<file path="src/link_pkg.sv">
/*
 * Shared sizes and types of the serial link framing:
 * message word and strobe, nine-bit block, block count and enqueue states
 */

package link_pkg;

  // Bytes carried by one message word on the input and output streams
  localparam int NumBytes = 4;

  // One data byte plus the control bit that marks a message start
  localparam int BlockSize = 9;

  // Default cycles a frame occupies the link, which is also the blocks per frame
  localparam int ClkDiv = 4;

  // Message payload, byte 0 in the low bits
  typedef logic [NumBytes*8-1:0] byte_data_t;

  // Message strobe. Only a run of low set bits is a legal message size
  typedef logic [NumBytes-1:0] strb_t;

  // The control bit sits at bit 0 of every block, the byte above it
  typedef struct packed {
    logic [BlockSize-2:0] data;
    logic                 ctrl;
  } data_block_t;

  // Counts blocks from 0 up to a full frame
  typedef logic [$clog2(ClkDiv+1)-1:0] block_cnt_t;

  // Frame empty, frame being filled, frame offered to the link
  typedef enum logic [1:0] {
    EnqIdle,
    EnqCollect,
    EnqHold
  } enq_state_e;

endpackage

</file>
<file path="src/block_frame_if.sv">
/*
 * Frame channel between the enqueue and dequeue halves of the link
 */

`timescale 1ns/1ps

interface block_frame_if import link_pkg::*; #(
  parameter int ClkDiv = link_pkg::ClkDiv
) ();

  // Valid/ready handshake, a transfer on every edge where both are high
  logic                          frame_valid;
  logic                          frame_ready;
  // Blocks from index 0 upward, unused blocks read as zero
  data_block_t [ClkDiv-1:0]      frame_blocks;
  block_cnt_t                    used_blocks;

  modport source (output frame_valid, frame_blocks, used_blocks, input frame_ready);
  modport sink (input frame_valid, frame_blocks, used_blocks, output frame_ready);

endinterface

</file>
<file path="src/dequeue_shift_register.sv">
/*
 * Receive side of the link. Splits a frame at its control bits and
 * hands out one message per output transfer
 */

`timescale 1ns/1ps

module dequeue_shift_register import link_pkg::*; #(
  parameter int ClkDiv = link_pkg::ClkDiv
) (
  input  logic        clk_i,
  input  logic        rst_i,
  block_frame_if.sink frame_i,
  output logic        valid_o,
  input  logic        ready_i,
  output byte_data_t  data_o,
  output strb_t       strb_o
);

  data_block_t [ClkDiv-1:0] blocks_q;
  data_block_t [ClkDiv-1:0] shifted;
  block_cnt_t               rem_q;
  block_cnt_t               msg_len;
  logic                     frame_take;
  logic                     out_take;

  // A new frame is only taken once every message of the last one is gone
  assign frame_i.frame_ready = (rem_q == '0);
  assign valid_o             = (rem_q != '0);
  assign frame_take          = frame_i.frame_valid && frame_i.frame_ready;
  assign out_take            = valid_o && ready_i;

  ////////////////////////////////////////////////////////////////////////////
  // Message boundary

  // Block 0 always starts a message, the next set control bit starts the
  // one after it. Without one, the message runs to the end of the frame
  always_comb begin : find_boundary
    logic found;
    found   = 1'b0;
    msg_len = rem_q;
    for (int i = 1; i < ClkDiv; i++) begin
      if (!found && i < int'(rem_q) && blocks_q[i].ctrl) begin
        msg_len = block_cnt_t'(i);
        found   = 1'b1;
      end
    end
  end

  // Each block gives back one byte and one strobe bit
  always_comb begin : build_message
    data_o = '0;
    strb_o = '0;
    for (int j = 0; j < NumBytes; j++) begin
      if (j < ClkDiv && j < int'(msg_len)) begin
        data_o[8*j +: 8] = blocks_q[j].data;
        strb_o[j]        = 1'b1;
      end
    end
  end

  ////////////////////////////////////////////////////////////////////////////
  // Shift register

  // Drop the message just sent, the next one moves down to block 0
  always_comb begin : shift_blocks
    for (int i = 0; i < ClkDiv; i++) begin
      if (i + int'(msg_len) < ClkDiv) begin
        shifted[i] = blocks_q[i + int'(msg_len)];
      end else begin
        shifted[i] = '0;
      end
    end
  end

  always_ff @(posedge clk_i) begin
    if (frame_take) begin
      blocks_q <= frame_i.frame_blocks;
    end else if (out_take) begin
      blocks_q <= shifted;
    end
  end

  // Blocks of the current frame not yet handed out
  always_ff @(posedge clk_i) begin
    if (rst_i) begin
      rem_q <= '0;
    end else if (frame_take) begin
      rem_q <= frame_i.used_blocks;
    end else if (out_take) begin
      rem_q <= rem_q - msg_len;
    end
  end

  // The enqueue side must open every frame with a message start
  a_frame_starts_msg : assert property (@(posedge clk_i) disable iff (rst_i)
    frame_take |-> frame_i.frame_blocks[0].ctrl);

endmodule

</file>
<file path="src/enqueue_register.sv">
/*
 * Transmit side of the link. Packs messages into one frame of blocks,
 * stamps the start-of-message control bits and spaces frames ClkDiv apart
 */

`timescale 1ns/1ps

module enqueue_register import link_pkg::*; #(
  parameter int ClkDiv      = link_pkg::ClkDiv,
  parameter bit AllowVarLen = 1'b1
) (
  input  logic          clk_i,
  input  logic          rst_i,
  input  logic          valid_i,
  output logic          ready_o,
  input  byte_data_t    data_i,
  input  strb_t         strb_i,
  block_frame_if.source frame_o
);

  // Width of the hold counter, at least one bit
  localparam int HoldW = (ClkDiv > 1) ? $clog2(ClkDiv) : 1;
  localparam int CntW  = $bits(block_cnt_t);

  enq_state_e               state_q, state_d;
  block_cnt_t               occ_q, occ_d;
  block_cnt_t               req_blocks;
  logic [CntW:0]            fill_sum;
  logic [HoldW-1:0]         hold_q;
  logic                     started_q;
  logic                     accept;
  logic                     frame_done;
  logic [ClkDiv-1:0]        place_en;
  data_block_t [ClkDiv-1:0] place_blk;
  data_block_t [ClkDiv-1:0] blocks_q;

  msg_block_counter #(
    .AllowVarLen ( AllowVarLen )
  ) u_block_counter (
    .strb_i       ( strb_i     ),
    .req_blocks_o ( req_blocks )
  );

  ////////////////////////////////////////////////////////////////////////////
  // Handshakes

  // One bit wider than the count so that a frame overrun is visible
  assign fill_sum   = occ_q + req_blocks;
  assign accept     = valid_i && ready_o;
  assign frame_done = frame_o.frame_valid && frame_o.frame_ready;

  // An empty frame takes anything once out of reset.
  // While collecting, a message joins only if it fits and the link is
  // still busy with the previous frame, so packing costs no time
  always_comb begin : input_ready
    ready_o = 1'b0;
    case (state_q)
      EnqIdle:    ready_o = started_q;
      EnqCollect: ready_o = (hold_q != '0) && (fill_sum <= ClkDiv);
      default:    ready_o = 1'b0;
    endcase
  end

  ////////////////////////////////////////////////////////////////////////////
  // Frame state and occupied blocks

  always_comb begin : next_state
    state_d = state_q;
    occ_d   = occ_q;
    case (state_q)
      EnqIdle: begin
        // An empty strobe carries nothing and is dropped
        if (accept && req_blocks != '0) begin
          state_d = EnqCollect;
          occ_d   = req_blocks;
        end
      end
      EnqCollect: begin
        if (accept) begin
          occ_d = occ_q + req_blocks;
        end
        // The link is free again, so the frame goes out now
        if (hold_q == '0) begin
          state_d = EnqHold;
        end
      end
      EnqHold: begin
        if (frame_done) begin
          state_d = EnqIdle;
          occ_d   = '0;
        end
      end
      default: begin
        state_d = EnqIdle;
        occ_d   = '0;
      end
    endcase
  end

  always_ff @(posedge clk_i) begin
    if (rst_i) begin
      state_q   <= EnqIdle;
      occ_q     <= '0;
      started_q <= 1'b0;
    end else begin
      state_q   <= state_d;
      occ_q     <= occ_d;
      started_q <= 1'b1;
    end
  end

  // Models the slow link. Reloaded on every frame transfer and counts
  // down, a new frame may only be offered once it reaches zero
  always_ff @(posedge clk_i) begin
    if (rst_i) begin
      hold_q <= '0;
    end else if (frame_done) begin
      hold_q <= HoldW'(ClkDiv - 1);
    end else if (hold_q != '0) begin
      hold_q <= hold_q - 1'b1;
    end
  end

  ////////////////////////////////////////////////////////////////////////////
  // Block placement

  // Byte k of the message lands in block occ_q + k.
  // Only its first block gets the control bit
  always_comb begin : place_blocks
    int k;
    for (int i = 0; i < ClkDiv; i++) begin
      k = i - int'(occ_q);
      place_en[i]       = (k >= 0) && (i < int'(fill_sum));
      place_blk[i].ctrl = (k == 0);
      place_blk[i].data = '0;
      if (k >= 0 && k < NumBytes) begin
        place_blk[i].data = data_i[8*k +: 8];
      end
    end
  end

  always_ff @(posedge clk_i) begin
    for (int i = 0; i < ClkDiv; i++) begin
      if (accept && place_en[i]) begin
        blocks_q[i] <= place_blk[i];
      end
    end
  end

  // Blocks above the used count still hold an older frame, zero them out
  always_comb begin : frame_out
    for (int i = 0; i < ClkDiv; i++) begin
      frame_o.frame_blocks[i] = (i < int'(occ_q)) ? blocks_q[i] : '0;
    end
  end

  assign frame_o.frame_valid = (state_q == EnqHold);
  assign frame_o.used_blocks = occ_q;

  ////////////////////////////////////////////////////////////////////////////
  // Checks

  a_occ_in_range : assert property (@(posedge clk_i) disable iff (rst_i)
    occ_q <= ClkDiv);

  // The dequeue side may sample the frame on any cycle of a stall
  a_frame_stable : assert property (@(posedge clk_i) disable iff (rst_i)
    frame_o.frame_valid && !frame_o.frame_ready |=> $stable(frame_o.frame_blocks));

endmodule

</file>
<file path="src/link_framer_top.sv">
/*
 * Loopback of the link framing, enqueue side straight into dequeue side
 */

`timescale 1ns/1ps

module link_framer_top import link_pkg::*; #(
  parameter int ClkDiv      = link_pkg::ClkDiv,
  parameter bit AllowVarLen = 1'b1
) (
  input  logic       clk_i,
  input  logic       rst_i,
  // Message stream into the transmitter
  input  logic       in_valid_i,
  output logic       in_ready_o,
  input  byte_data_t in_data_i,
  input  strb_t      in_strb_i,
  // Message stream out of the receiver
  output logic       out_valid_o,
  input  logic       out_ready_i,
  output byte_data_t out_data_o,
  output strb_t      out_strb_o
);

  // Stands in for the physical link between the two halves
  block_frame_if #(.ClkDiv(ClkDiv)) frame_link ();

  enqueue_register #(
    .ClkDiv      ( ClkDiv      ),
    .AllowVarLen ( AllowVarLen )
  ) u_enqueue (
    .clk_i   ( clk_i             ),
    .rst_i   ( rst_i             ),
    .valid_i ( in_valid_i        ),
    .ready_o ( in_ready_o        ),
    .data_i  ( in_data_i         ),
    .strb_i  ( in_strb_i         ),
    .frame_o ( frame_link.source )
  );

  dequeue_shift_register #(
    .ClkDiv ( ClkDiv )
  ) u_dequeue (
    .clk_i   ( clk_i           ),
    .rst_i   ( rst_i           ),
    .frame_i ( frame_link.sink ),
    .valid_o ( out_valid_o     ),
    .ready_i ( out_ready_i     ),
    .data_o  ( out_data_o      ),
    .strb_o  ( out_strb_o      )
  );

endmodule

</file>
<file path="src/msg_block_counter.sv">
/*
 * Block count for one message, taken from the run of low set strobe bits
 */

`timescale 1ns/1ps

module msg_block_counter import link_pkg::*; #(
  parameter bit AllowVarLen = 1'b1
) (
  input  strb_t      strb_i,
  output block_cnt_t req_blocks_o
);

  if (AllowVarLen) begin : gen_var_len
    block_cnt_t trailing_ones;

    // Priority scan from byte 0, the first clear bit ends the run
    always_comb begin : scan_strobe
      logic gap;
      gap = 1'b0;
      trailing_ones = '0;
      for (int i = 0; i < NumBytes; i++) begin
        if (!strb_i[i]) begin
          gap = 1'b1;
        end else if (!gap) begin
          trailing_ones = trailing_ones + 1'b1;
        end
      end
    end

    // A full strobe always fills the frame, one byte per block
    assign req_blocks_o = (&strb_i) ? block_cnt_t'(ClkDiv) : trailing_ones;
  end else begin : gen_full_len
    // Every message is treated as the largest one
    assign req_blocks_o = block_cnt_t'(ClkDiv);
  end

endmodule

</file>
<file path="config.mk">
export PLATFORM = sky130hd
export DESIGN_NAME = link_framer_top
export DESIGN_NICKNAME = d
export VERILOG_FILES = /design/src/link_pkg.sv /design/src/block_frame_if.sv /design/src/dequeue_shift_register.sv /design/src/enqueue_register.sv /design/src/link_framer_top.sv /design/src/msg_block_counter.sv
export SDC_FILE = /design/constraint.sdc
export NUM_CORES = 1
export LEC_CHECK = 0
export ABC_AREA = 1
export ABC_CLOCK_PERIOD_IN_PS = 6460
export BUFFER_PORTS_ARGS = -buffer_cell sky130_fd_sc_hd__buf_2
export CORE_MARGIN = 5
export CORE_UTILIZATION = 63
export CTS_CLUSTER_DIAMETER = 200
export DETAILED_ROUTE_END_ITERATION = 8
export GPL_ROUTABILITY_DRIVEN = 0
export HOLD_SLACK_MARGIN = 0.03
export PLACE_DENSITY = 0.95
export SLEW_MARGIN = 20
export SYNTH_ARGS = -nofsm -noshare
export SYNTH_HDL_FRONTEND = slang
export SYNTH_SLANG_ARGS = --single-unit
export TNS_END_PERCENT = 20
</file>
<file path="constraint.sdc">
create_clock -name clk_i -period 6.46 [get_ports clk_i]
set_input_delay 0.323 -clock clk_i [delete_from_list [all_inputs] [get_ports clk_i]]
set_output_delay 0.323 -clock clk_i [all_outputs]
set_load 0.005 [all_outputs]
</file>
==> results of run 1 <==
where the power goes:
group | leakage, uW | internal [uW] | total [uW] | switching [uW]
Clock | 0.0000935 | 182 | 385 | 203
Sequential | 0.000747 | 644 | 666 | 21.2
Combinational | 0.00209 | 122 | 385 | 263
through the flow:
stage          hold slack (ns)  instances
2_1_floorplan            0.392        749
3_3_place_gp             0.496        907
3_5_place_dp             0.506        907
4_1_cts                  0.171        923
5_1_grt                  0.186        923
6_report                 0.187        923
sequential cells by signal, indices dropped and copies added, names as in the netlist:
signal and count:
u_enqueue.started_q 1, u_dequeue.rem_q 3, u_enqueue.state_q 2, u_enqueue.blocks_q 36, u_enqueue.hold_q 2, u_enqueue.frame_o.used_blocks 3
u_dequeue.blocks_q 36
logic make-up (layout without fill, tap and decap cells):
| family | after synthesis | after routing | share of synthesized area (%) |
|---|---|---|---|
| simple gates | 342 | 342 | 24.7 |
| xor+xnor | 1 | 1 | 0.156 |
| compound gates | 159 | 159 | 17.5 |
| buf+inv | 145 | 211 | 10.6 |
| flops | 83 | 83 | 42.5 |
| fa+ha+maj | 19 | 19 | 4.51 |
routing by layer:
layer,track usage [%],vias to the layer above,part of all wire (%)
li1,-,2596,-
met4,11.5,0,4.1
met1,37.3,2447,38
met2,45.1,423,47
met5,0,-,0
met3,4.16,68,12
cell usage after synthesis, types with 2 or more instances:
master    instances
nand2_1         229
inv_1           105
edfxtp_1         72
nor2_1           64
o21ai_0          51
o211ai_1         31
a21oi_1          24
nand3_1          20
o21ai_1          18
ha_1             17
clkbuf_1         16
a31oi_1          11
dfxtp_1          11
nor3_1            8
o22ai_1           8
buf_2             7
buf_6             5
inv_2             5
nand2_2           5
or2_2             5
a311oi_1          4
o22ai_2           4
buf_1             3
clkinv_1          3
nand4_1           3
nor2_2            3
a21oi_4           2
fa_1              2
area by class of cell:
type	count	area (um^2)
Multi-Input combinational cell	521	2660
Fill cell	652	2460
Sequential cell	83	2380
Inverter	114	430
Timing Repair Buffer	81	415
Tap cell	108	135
Clock buffer	10	128
Clock inverter	6	71.3
critical path, cell delays in order (launching register included):
cell and delay (ns):
dfxtp_1 0.81, clkinv_1 0.76, fa_1 0.67, inv_1 0.08, nand2_1 0.09, nand3_1 0.10
nand3_1 0.07, nand2_1 0.09, nand2_1 0.21, nor3b_2 0.71
placed cells by master, fill, tap and decap left out, drive strengths merged, types with 2 or more instances in the layout:
master / count
nor2: 68
fa: 2
clkinv: 4
nand2: 234
clkinvlp: 2
nand4: 3
edfxtp: 72
nor3: 9
a21oi: 26
o21ai: 69
buf: 81
ha: 17
a31oi: 11
or2: 6
nand3: 21
a311oi: 4
o211ai: 31
clkbuf: 10
dfxtp: 11
inv: 113
o22ai: 12
worst min-delay path by stage:
stage / depth (start not counted) / slack, ns / endpoint / start
after floorplan: 1 / 0.39 / u_enqueue.hold_q[0] / rst_i
after CTS: 2 / 0.17 / u_enqueue.hold_q[0] / rst_i
after global routing: 2 / 0.19 / u_enqueue.state_q[1] / rst_i
final: 2 / 0.19 / u_enqueue.hold_q[0] / rst_i
after detailed placement: 2 / 0.51 / u_dequeue.blocks_q[29] / u_enqueue.blocks_q[29]
after global placement: 2 / 0.50 / u_enqueue.state_q[1] / u_enqueue.state_q[0]
==> reports/metrics.yaml, run 1 <==
postSynthCellCount: 749
cp_max_fo: 23
worstSetupEndpointType: "flip-flop"
drive_gt1_share_pct: 15.6
grt_pass1_wl_um: 24900
antennaDiodeCount: 0
fmax_ghz: 0.252
arrival_ns: 3.95
dp_hpwl_um: 11300
cts.repair.resized: 0
critPathKind: "flip-flop to flip-flop"
cts.sinks: 83
syn_nets: 808
die_area_um2: 10900
post_cts_buffers: 0
dr.pass1.iters: 6
r2r_slack_ns: 2.49
grt_start_max_net_pins: 86
grt_usage_pct: 27.8
antenna_found_initial: 0
fp.dieW_um: 104
path_clk_slew_ns: 0.10
layout-area-overhead-vs-synth_pct: 11.0
layout_setup_ws_ns: 2.49
start_util_pct: 64.6
critPathRequiredTime_ns: 6.45
fin_area_um2: 6220
syn_area_per_cell_um2: 7.48
async_reset_ff_share_pct: 0
vias: 5534
status: "finished, final reports clean"
worst_pin_slew_ns: 0.790
power.density_nw_per_um2: 231
ir_drop_mv: 0.151
post_dp_cell_area_um2: 6000
synth.area.top_cells: "edfxtp_1 39%, nand2_1 15%, inv_1 7.0%, o21ai_0 4.6%, nor2_1 4.3%"
synth_ff_type: "edfxtp_1"
synth_largest_type_area_fraction_pct: 38.6
wirelength_um: 15300
syn_area_um2: 5610
skew_ns: 0.0125
timing.final.crit_share_pct: 61.4
hold_buffers: 0
grt-ovfl-total: 0
cp-start-kind: "flip-flop"
layout.nets: 869
place_ws_ns: 2.21
die_y_um: 104
r2r-end: "u_enqueue.blocks_q[15]"
r2r-start: "u_enqueue.frame_o.used_blocks[1]"
ff2ff_path_depth: 9
cts_tree: "built"
crit_end: "u_enqueue.blocks_q[15]"
setup_viol: 0
portBuffers: 77
wl_per_cell_um: 16.6
synth_enable_flop_cells: 72
p_leak_uw: 0.00293
synth_seq_cells: 83
maxSlewViolCount: 0
ioPinCount: 78
rows: 34
cts_htree_levels: 3
via_per_inst: 6.00
yosysTopAreaCell: "edfxtp_1"
hold_path.class: "input pin to flip-flop"
clockRootBuffer: "clkbuf_8"
ant_nets: 0
rsz0062_at_grt: "no"
synth-seq-area-share_pct: 42.5
grt_pass1_vias: 5088
post-route-util_pct: 71.7
ys.warnings.count: 0
clock_latency_ns: 0.36
numCtsBuffers: 9
drv_cap: 0
drt_iter0_drc: 723
cts_buffer_depth: 2
finalHoldViolCount: 0
power_uw: 1440
fin_tns_setup_ns: 0
slew_headroom_pct: 47.1
core_um2: 8680
drcViolationCount: 0
crit_start: "u_enqueue.frame_o.used_blocks[1]"
ys_types: 41
fin_crit_ns: 3.97
Note: power is estimated with default switching activity, not from simulation.
==> run 2: changes to the inputs <==
Settings changed: ABC_AREA 1 to 0, ABC_CLOCK_PERIOD_IN_PS 6460 to 4000, CORE_UTILIZATION 63 to 58, PLACE_DENSITY 0.95 to 0.9.
Clock period 6.46 ns to 4 ns, I/O delays scaled along.
==> run 2 against run 1 <==
Compared with the run above:
- final cell count decreased by 25%
- sequential share of layout area decreased by 0.42 points
- wire length decreased by 10%
- global-route usage decreased by 3.2 points
- setup slack got worse by 1.6 ns
- sequential power increased by 71%
- combinational power increased by 78%
- sequential cell count unchanged
- clock-buffer cell count decreased by 1
- critical path type unchanged
- critical endpoint is now u_dequeue.blocks_q[32]
- largest power group unchanged
==> reports/metrics.yaml, run 2 <==
grt_start_max_net_pins: 37  # -57%
syn_nets: 543  # -33%
maxSlewViolCount: 0  # unchanged
synth_ff_type: "edfxtp_1"
dr.pass1.iters: 5  # -1
worstSetupEndpointType: "flip-flop"
dp_hpwl_um: 10300  # -8.4%
core_um2: 9590  # +11%
clock_latency_ns: 0.38  # +0.02 ns
path_buf_inv: 1  # -1
drt_iter0_drc: 424  # -41%
cts.repair.resized: 0  # unchanged
cts_buffer_depth: 2  # unchanged
critPathKind: "flip-flop to flip-flop"
antenna_found_initial: 0  # unchanged
drive_gt1_share_pct: 28.7  # +13 points
power.density_nw_per_um2: 386  # +67%
synthTopCellsByCount: "72 x edfxtp_1, 35 x and2_1, 29 x mux4_2"
hold_buffers: 0  # unchanged
cp_max_fo: 12  # -48%
drv_cap: 0  # unchanged
wirelength_um: 13800  # -10%
multiInputGateArea_um2: 2990  # +12%
post_cts_buffers: 0  # unchanged
cts_tree: "built"
worst_pin_slew_ns: 1.03  # +0.239 ns
syn_area_per_cell_um2: 11.6  # +55%
final_cell_mix: "77 x buf_2, 72 x edfxtp_1, 35 x and2_1, 29 x mux4_2"
drcViolationCount: 0  # unchanged
timing.final.crit_share_pct: 78.0  # +17 points
start_util_pct: 58.5  # -6.1 points
p_leak_uw: 0.00256  # -13%
cts_htree_levels: 3  # unchanged
layout_setup_ws_ns: 0.879  # -1.62 ns
grt_pass1_vias: 4304  # -15%
antennaDiodeCount: 0  # unchanged
skew_ns: 0.0110  # -0.00149 ns
post-route-util_pct: 65.6  # -6.1 points
top_regs: "u_dequeue.blocks_q: 36 flops, u_enqueue.blocks_q: 36 flops"
postSynthCellCount: 484  # -35%
fp.dieW_um: 108  # +3.9%
slew_headroom_pct: 30.9  # -16 points
cp-start-kind: "flip-flop"
ant_nets: 0  # unchanged
grt-ovfl-total: 0  # unchanged
setup_viol: 0  # unchanged
async_reset_ff_share_pct: 0  # unchanged
synth-seq-area-share_pct: 42.4  # -0.066 points
fmax_ghz: 0.320  # +27%
place_ws_ns: 1.03  # -1.18 ns
wl_per_cell_um: 20.0  # +20%
arrival_ns: 3.32  # -0.63 ns
synth_most_common_cell: "edfxtp_1"
synth.area.top_cells: "edfxtp_1 39%, mux4_2 12%, mux2i_1 4.8%, dfxtp_1 3.9%, and2_1 3.9%"
ys_types: 58  # +41%
cts.sinks: 83  # unchanged
slowest_delay_ns: 0.63  # -0.18 ns
whs_ns: 0.0971  # -0.0898 ns
via_per_inst: 6.44  # +7.4%
numCtsBuffers: 9  # unchanged
grt_usage_pct: 24.7  # -3.2 points
finalHoldViolCount: 0  # unchanged
final_common_cell: "buf_2"
cp_cell_sequence: "o21a_1, o21ai_0, inv_1, ha_1, or3_1, o221ai_1"
hold_path.class: "input pin to flip-flop"
layout-area-overhead-vs-synth_pct: 12.1
critPathRequiredTime_ns: 4.20  # -2.25 ns
rows: 36  # +5.9%
synth_largest_type_area_fraction_pct: 38.5  # -0.060 points
die_y_um: 108  # +3.9%
path_clk_slew_ns: 0.10  # about the same
yosysTopAreaCell: "edfxtp_1"
ir_drop_mv: 0.186  # +24%
fin_crit_ns: 3.12  # -0.845 ns
fin_tns_setup_ns: 0  # unchanged
grt_pass1_wl_um: 22300  # -10%
ys.warnings.count: 0  # unchanged
ioPinCount: 78  # unchanged
fill_cells: 703  # +7.8%
slowest_stage: "or3_1"
status: "finished, final reports clean"
fin_cells: 690  # -25%
dp.cells: 674  # -26%
regArea_um2: 2380  # about the same
vias: 4444  # -20%
die_area_um2: 11700  # +7.9%
layout.nets: 611  # -30%
syn_area_um2: 5610  # +0.16%
crit_family: "compound AO/OA/AOI/OAI gates"
clockRootBuffer: "clkbuf_8"
synth_seq_cells: 83  # unchanged
rsz0062_at_grt: "no"
portBuffers: 77  # unchanged
synth_enable_flop_cells: 72  # unchanged
==> run 2: cell types whose count changed after synthesis, sizes merged, moves of 10 or more <==
| cell | change |
|---|---|
| and2 | +35 |
| o211ai | -31 |
| mux4 | +29 |
| a221o | +10 |
| mux2i | +27 |
| inv | -84 |
| nand3 | -12 |
| o21ai | -52 |
| nor2 | -41 |
| nor2b | +17 |
| nand2 | -206 |
| a22o | +11 |
| mux2 | +11 |
==> run 2: cells by family (layout without fill, tap and decap cells) <==
group	Yosys count	after routing	synth area share (%)
flip-flops	83	83	42.4
AND/OR/NAND/NOR	154	154	15.2
XOR/XNOR	2	2	0.312
AO/OA/AOI/OAI	103	103	13.9
multiplexers	67	67	19.1
adder cells (fa/ha/maj)	19	19	4.50
buffers and inverters	56	129	4.50
==> run 2: worst reg2reg max path: cells and delay by family, from the launching register on <==
kind / cells / cell delay (ns)
adder cells (fa/ha/maj): 1 / 0.52
AO/OA/AOI/OAI: 3 / 1.11
buffers and inverters: 1 / 0.14
flip-flops: 1 / 0.55
AND/OR/NAND/NOR: 1 / 0.63
==> run 2: through the flow <==
step / total power (uW) / area (um^2)
after floorplan: 1640 / 5620
after global placement: 1780 / 6090
after detailed placement: 1820 / 6090
after CTS: 2420 / 6290
after global routing: 2540 / 6290
final: 2430 / 6290
==> run 2: per-layer routing <==
layer	part of all wire [%]	track usage [%]
met2	47	39.8
met1	40	33.7
met5	0	0
met4	2.7	10.7
met3	10	3.22
==> run 2: power by group <==
part | total [uW] | switching [uW] | internal (uW)
registers | 1140 | 77.3 | 1060
clock network | 605 | 356 | 249
logic | 685 | 355 | 329
==> run 2: worst paths after layout <==
kind	start	to	slack, ns	depth (start not counted)
worst max-delay path	u_dequeue.blocks_q[27]	u_dequeue.blocks_q[32]	0.88	6
worst min-delay path	rst_i	u_enqueue.started_q	0.1	2
worst max register to register	u_dequeue.blocks_q[27]	u_dequeue.blocks_q[32]	0.88	6
worst min register to register	u_enqueue.blocks_q[26]	u_dequeue.blocks_q[26]	0.55	1
==> run 2: layout make-up <==
| type | count | share of cell area, % |
|---|---|---|
| Sequential cell | 83 | 37.9 |
| Timing Repair Buffer | 85 | 7.08 |
| Tap cell | 133 | 2.64 |
| Clock inverter | 7 | 1.21 |
| Multi-Input combinational cell | 345 | 47.4 |
| Clock buffer | 9 | 1.97 |
| Inverter | 28 | 1.79 |
==> run 3: changes to the inputs <==
Settings changed: ABC_AREA 0 to 1, ABC_CLOCK_PERIOD_IN_PS 4000 to 2870, CORE_UTILIZATION 58 to 53, PLACE_DENSITY 0.9 to 0.87.
Clock period 4 ns to 2.87 ns, I/O delays scaled along.
==> run 3 against run 2 <==
Compared with the run above:
- sequential power rose by 30%
- non-clock buffer count rose by 8
- sequential share of layout area fell by 0.60 points
- critical path depth rose by 4
- register-to-register slack got worse by 0.45 ns
- die area rose by 8.4%
- combinational power rose by 28%
- wire length fell by 0.63%
- power rose by 34%
- final cell count rose by 40%
- clock power rose by 48%
- largest power group unchanged
- highest routed layer unchanged
==> reports/metrics.yaml, run 3 (synthesis gave the netlist of run 1 again) <==
die_y_um: 113  # +4.1%
fin_crit_ns: 2.44  # -0.681 ns
drt_iter0_drc: 499  # +18%
path_clk_slew_ns: 0.09  # about the same
start_util_pct: 54.3  # -4.2 points
r2r-start: "u_enqueue.frame_o.used_blocks[0]"
core_um2: 10300  # +7.6%
status: "finished, final reports clean"
antenna_found_initial: 0  # unchanged
p_leak_uw: 0.00301  # +18%
grt_start_max_net_pins: 51  # +38%
layout.nets: 881  # +44%
min_to: "u_dequeue.rem_q[1]"
portBuffers: 77  # unchanged
ff2ff_path_depth: 10  # +4
finalHoldViolCount: 0  # unchanged
post_cts_buffers: 0  # unchanged
antennaDiodeCount: 0  # unchanged
r2r-end: "u_enqueue.blocks_q[21]"
cts.sinks: 83  # unchanged
drcViolationCount: 0  # unchanged
ir_drop_mv: 0.280  # +50%
top_regs: "u_dequeue.blocks_q: 36 flops, u_enqueue.blocks_q: 36 flops"
internal-power_uw: 2180  # +33%
skew_ns: 0.0100  # -0.000938 ns
vias: 5210  # +17%
p_seq_share_pct: 45.6  # -1.3 points
critPathKind: "flip-flop to flip-flop"
rsz0062_at_grt: "no"
fin_tns_setup_ns: 0  # unchanged
arrival_ns: 2.50  # -0.82 ns
grt_pass1_vias: 4752  # +10%
final_cell_mix: "228 x nand2_1, 105 x inv_1, 77 x buf_2, 72 x edfxtp_1, 64 x nor2_1"
clock_latency_ns: 0.36  # -0.02 ns
ioPinCount: 78  # unchanged
fp.dieW_um: 113  # +4.1%
setup_viol: 0  # unchanged
wirelength_um: 13700  # -0.63%
wl_per_cell_um: 14.2  # -29%
hold_path.class: "input pin to flip-flop"
die_area_um2: 12700  # +8.4%
worst_pin_slew_ns: 0.565  # -0.464 ns
cts_buffer_depth: 2  # unchanged
whs_ns: 0.154  # +0.0566 ns
swShare_pct: 33.1  # +0.63 points
drv_cap: 0  # unchanged
power_switching_uw: 1080  # +37%
power_frac_clock_pct: 27.6  # +2.7 points
p_comb_share_pct: 26.9  # -1.3 points
worstSetupEndpointType: "flip-flop"
dp_hpwl_um: 10300  # -0.46%
final_common_cell: "nand2_1"
grt_usage_pct: 22.1  # -2.6 points
layout-area-overhead-vs-synth_pct: 14.0
hold_start: "out_ready_i"
cts_htree_levels: 3  # unchanged
cts_tree: "built"
cp_max_fo: 9  # -3
critPathRequiredTime_ns: 2.93  # -1.27 ns
fmax_ghz: 0.410  # +28%
r2r_slack_ns: 0.43  # -0.45 ns
numCtsBuffers: 9  # unchanged
grt-ovfl-total: 0  # unchanged
timing.final.crit_share_pct: 85.0  # +7.0 points
whs_path_depth: 4  # +2
slew_headroom_pct: 62.1  # +31 points
cp-start-kind: "flip-flop"
maxSlewViolCount: 0  # unchanged
clockRootBuffer: "clkbuf_8"
rows: 37  # +2.8%
dr.pass1.iters: 6  # +1
grt_pass1_wl_um: 23100  # +3.4%
drive_gt1_share_pct: 17.2  # -12 points
ant_nets: 0  # unchanged
power.density_nw_per_um2: 509  # +32%
via_per_inst: 5.41  # -16%
[run 3: changes by cell type in the layout (fill, tap and decap cells not counted), sizes merged, moves of 10 or more]
cell | before | now
nand3 | 9 | 21
mux2 | 11 | 0
nand2 | 28 | 234
o211ai | 0 | 31
mux4 | 29 | 0
nor2 | 27 | 68
a221o | 10 | 0
o21ai | 17 | 69
a22o | 11 | 0
inv | 32 | 115
mux2i | 27 | 0
and2 | 35 | 0
nor2b | 17 | 0
[run 3: worst max-delay path: stages (launching register included)]
cell,delay (ns)
dfxtp_1,0.36
ha_1,0.17
inv_1,0.05
fa_1,0.52
nand2_1,0.06
nand3_1,0.07
nand3_1,0.07
nand2_1,0.11
nand2_2,0.15
a2111oi_4,0.34
buf_4,0.24
[run 3: worst max path at each step]
stage / depth (start not counted) / start / to
final: 10 / u_enqueue.frame_o.used_blocks[0] / u_enqueue.blocks_q[21]
after global routing: 11 / u_dequeue.blocks_q[18] / u_dequeue.blocks_q[10]
after CTS: 10 / u_enqueue.frame_o.used_blocks[0] / u_enqueue.blocks_q[21]
after detailed placement: 14 / in_strb_i[0] / u_enqueue.blocks_q[23]
after floorplan: 10 / u_enqueue.frame_o.used_blocks[1] / u_enqueue.blocks_q[18]
after global placement: 14 / in_strb_i[0] / u_enqueue.blocks_q[19]
[run 3: per-stage QoR]
stage	cell area, um^2	util [%]	setup WS [ns]	total power (uW)	cells
final	6390	61.9	0.430	3250	963
after global routing	6390	61.9	0.272	3450	963
after CTS	6390	61.9	0.431	3250	963
after detailed placement	6160	59.7	0.0843	2370	946
after global placement	6160	59.7	0.131	2340	946
after floorplan	5660	-	0.0211	2130	749
[run 3: repair_timing]
action | CTS | global route
hold buffers | 1 | 0
resized for setup | 0 | 0
endpoints found under the hold margin | 4 | 0
[run 3: layout make-up]
cell class / count / area, um^2
Fill cell: 906 / 3930
Multi-Input combinational cell: 521 / 2680
Sequential cell: 83 / 2380
Timing Repair Buffer: 93 / 508
Inverter: 114 / 432
Tap cell: 136 / 170
Clock buffer: 9 / 124
Clock inverter: 7 / 95.1
[run 3: power groups by stage]
| stage | clock, uW | combinational (uW) | sequential, uW |
|---|---|---|---|
| after floorplan | 0 | 628 | 1500 |
| after global placement | 0 | 835 | 1510 |
| after detailed placement | 0 | 857 | 1510 |
| after CTS | 909 | 863 | 1480 |
| after global routing | 969 | 994 | 1490 |
| final | 897 | 875 | 1480 |
[run 3: per-layer routing]
| metal | track usage, % | vias to the layer above | share of wire [%] |
|---|---|---|---|
| met2 | 34.8 | 290 | 45 |
| met1 | 31.8 | 2275 | 42 |
| met3 | 4.12 | 22 | 12 |
| met4 | 5.21 | 0 | 1.5 |
| met5 | 0 | - | 0 |
| li1 | - | 2623 | - |
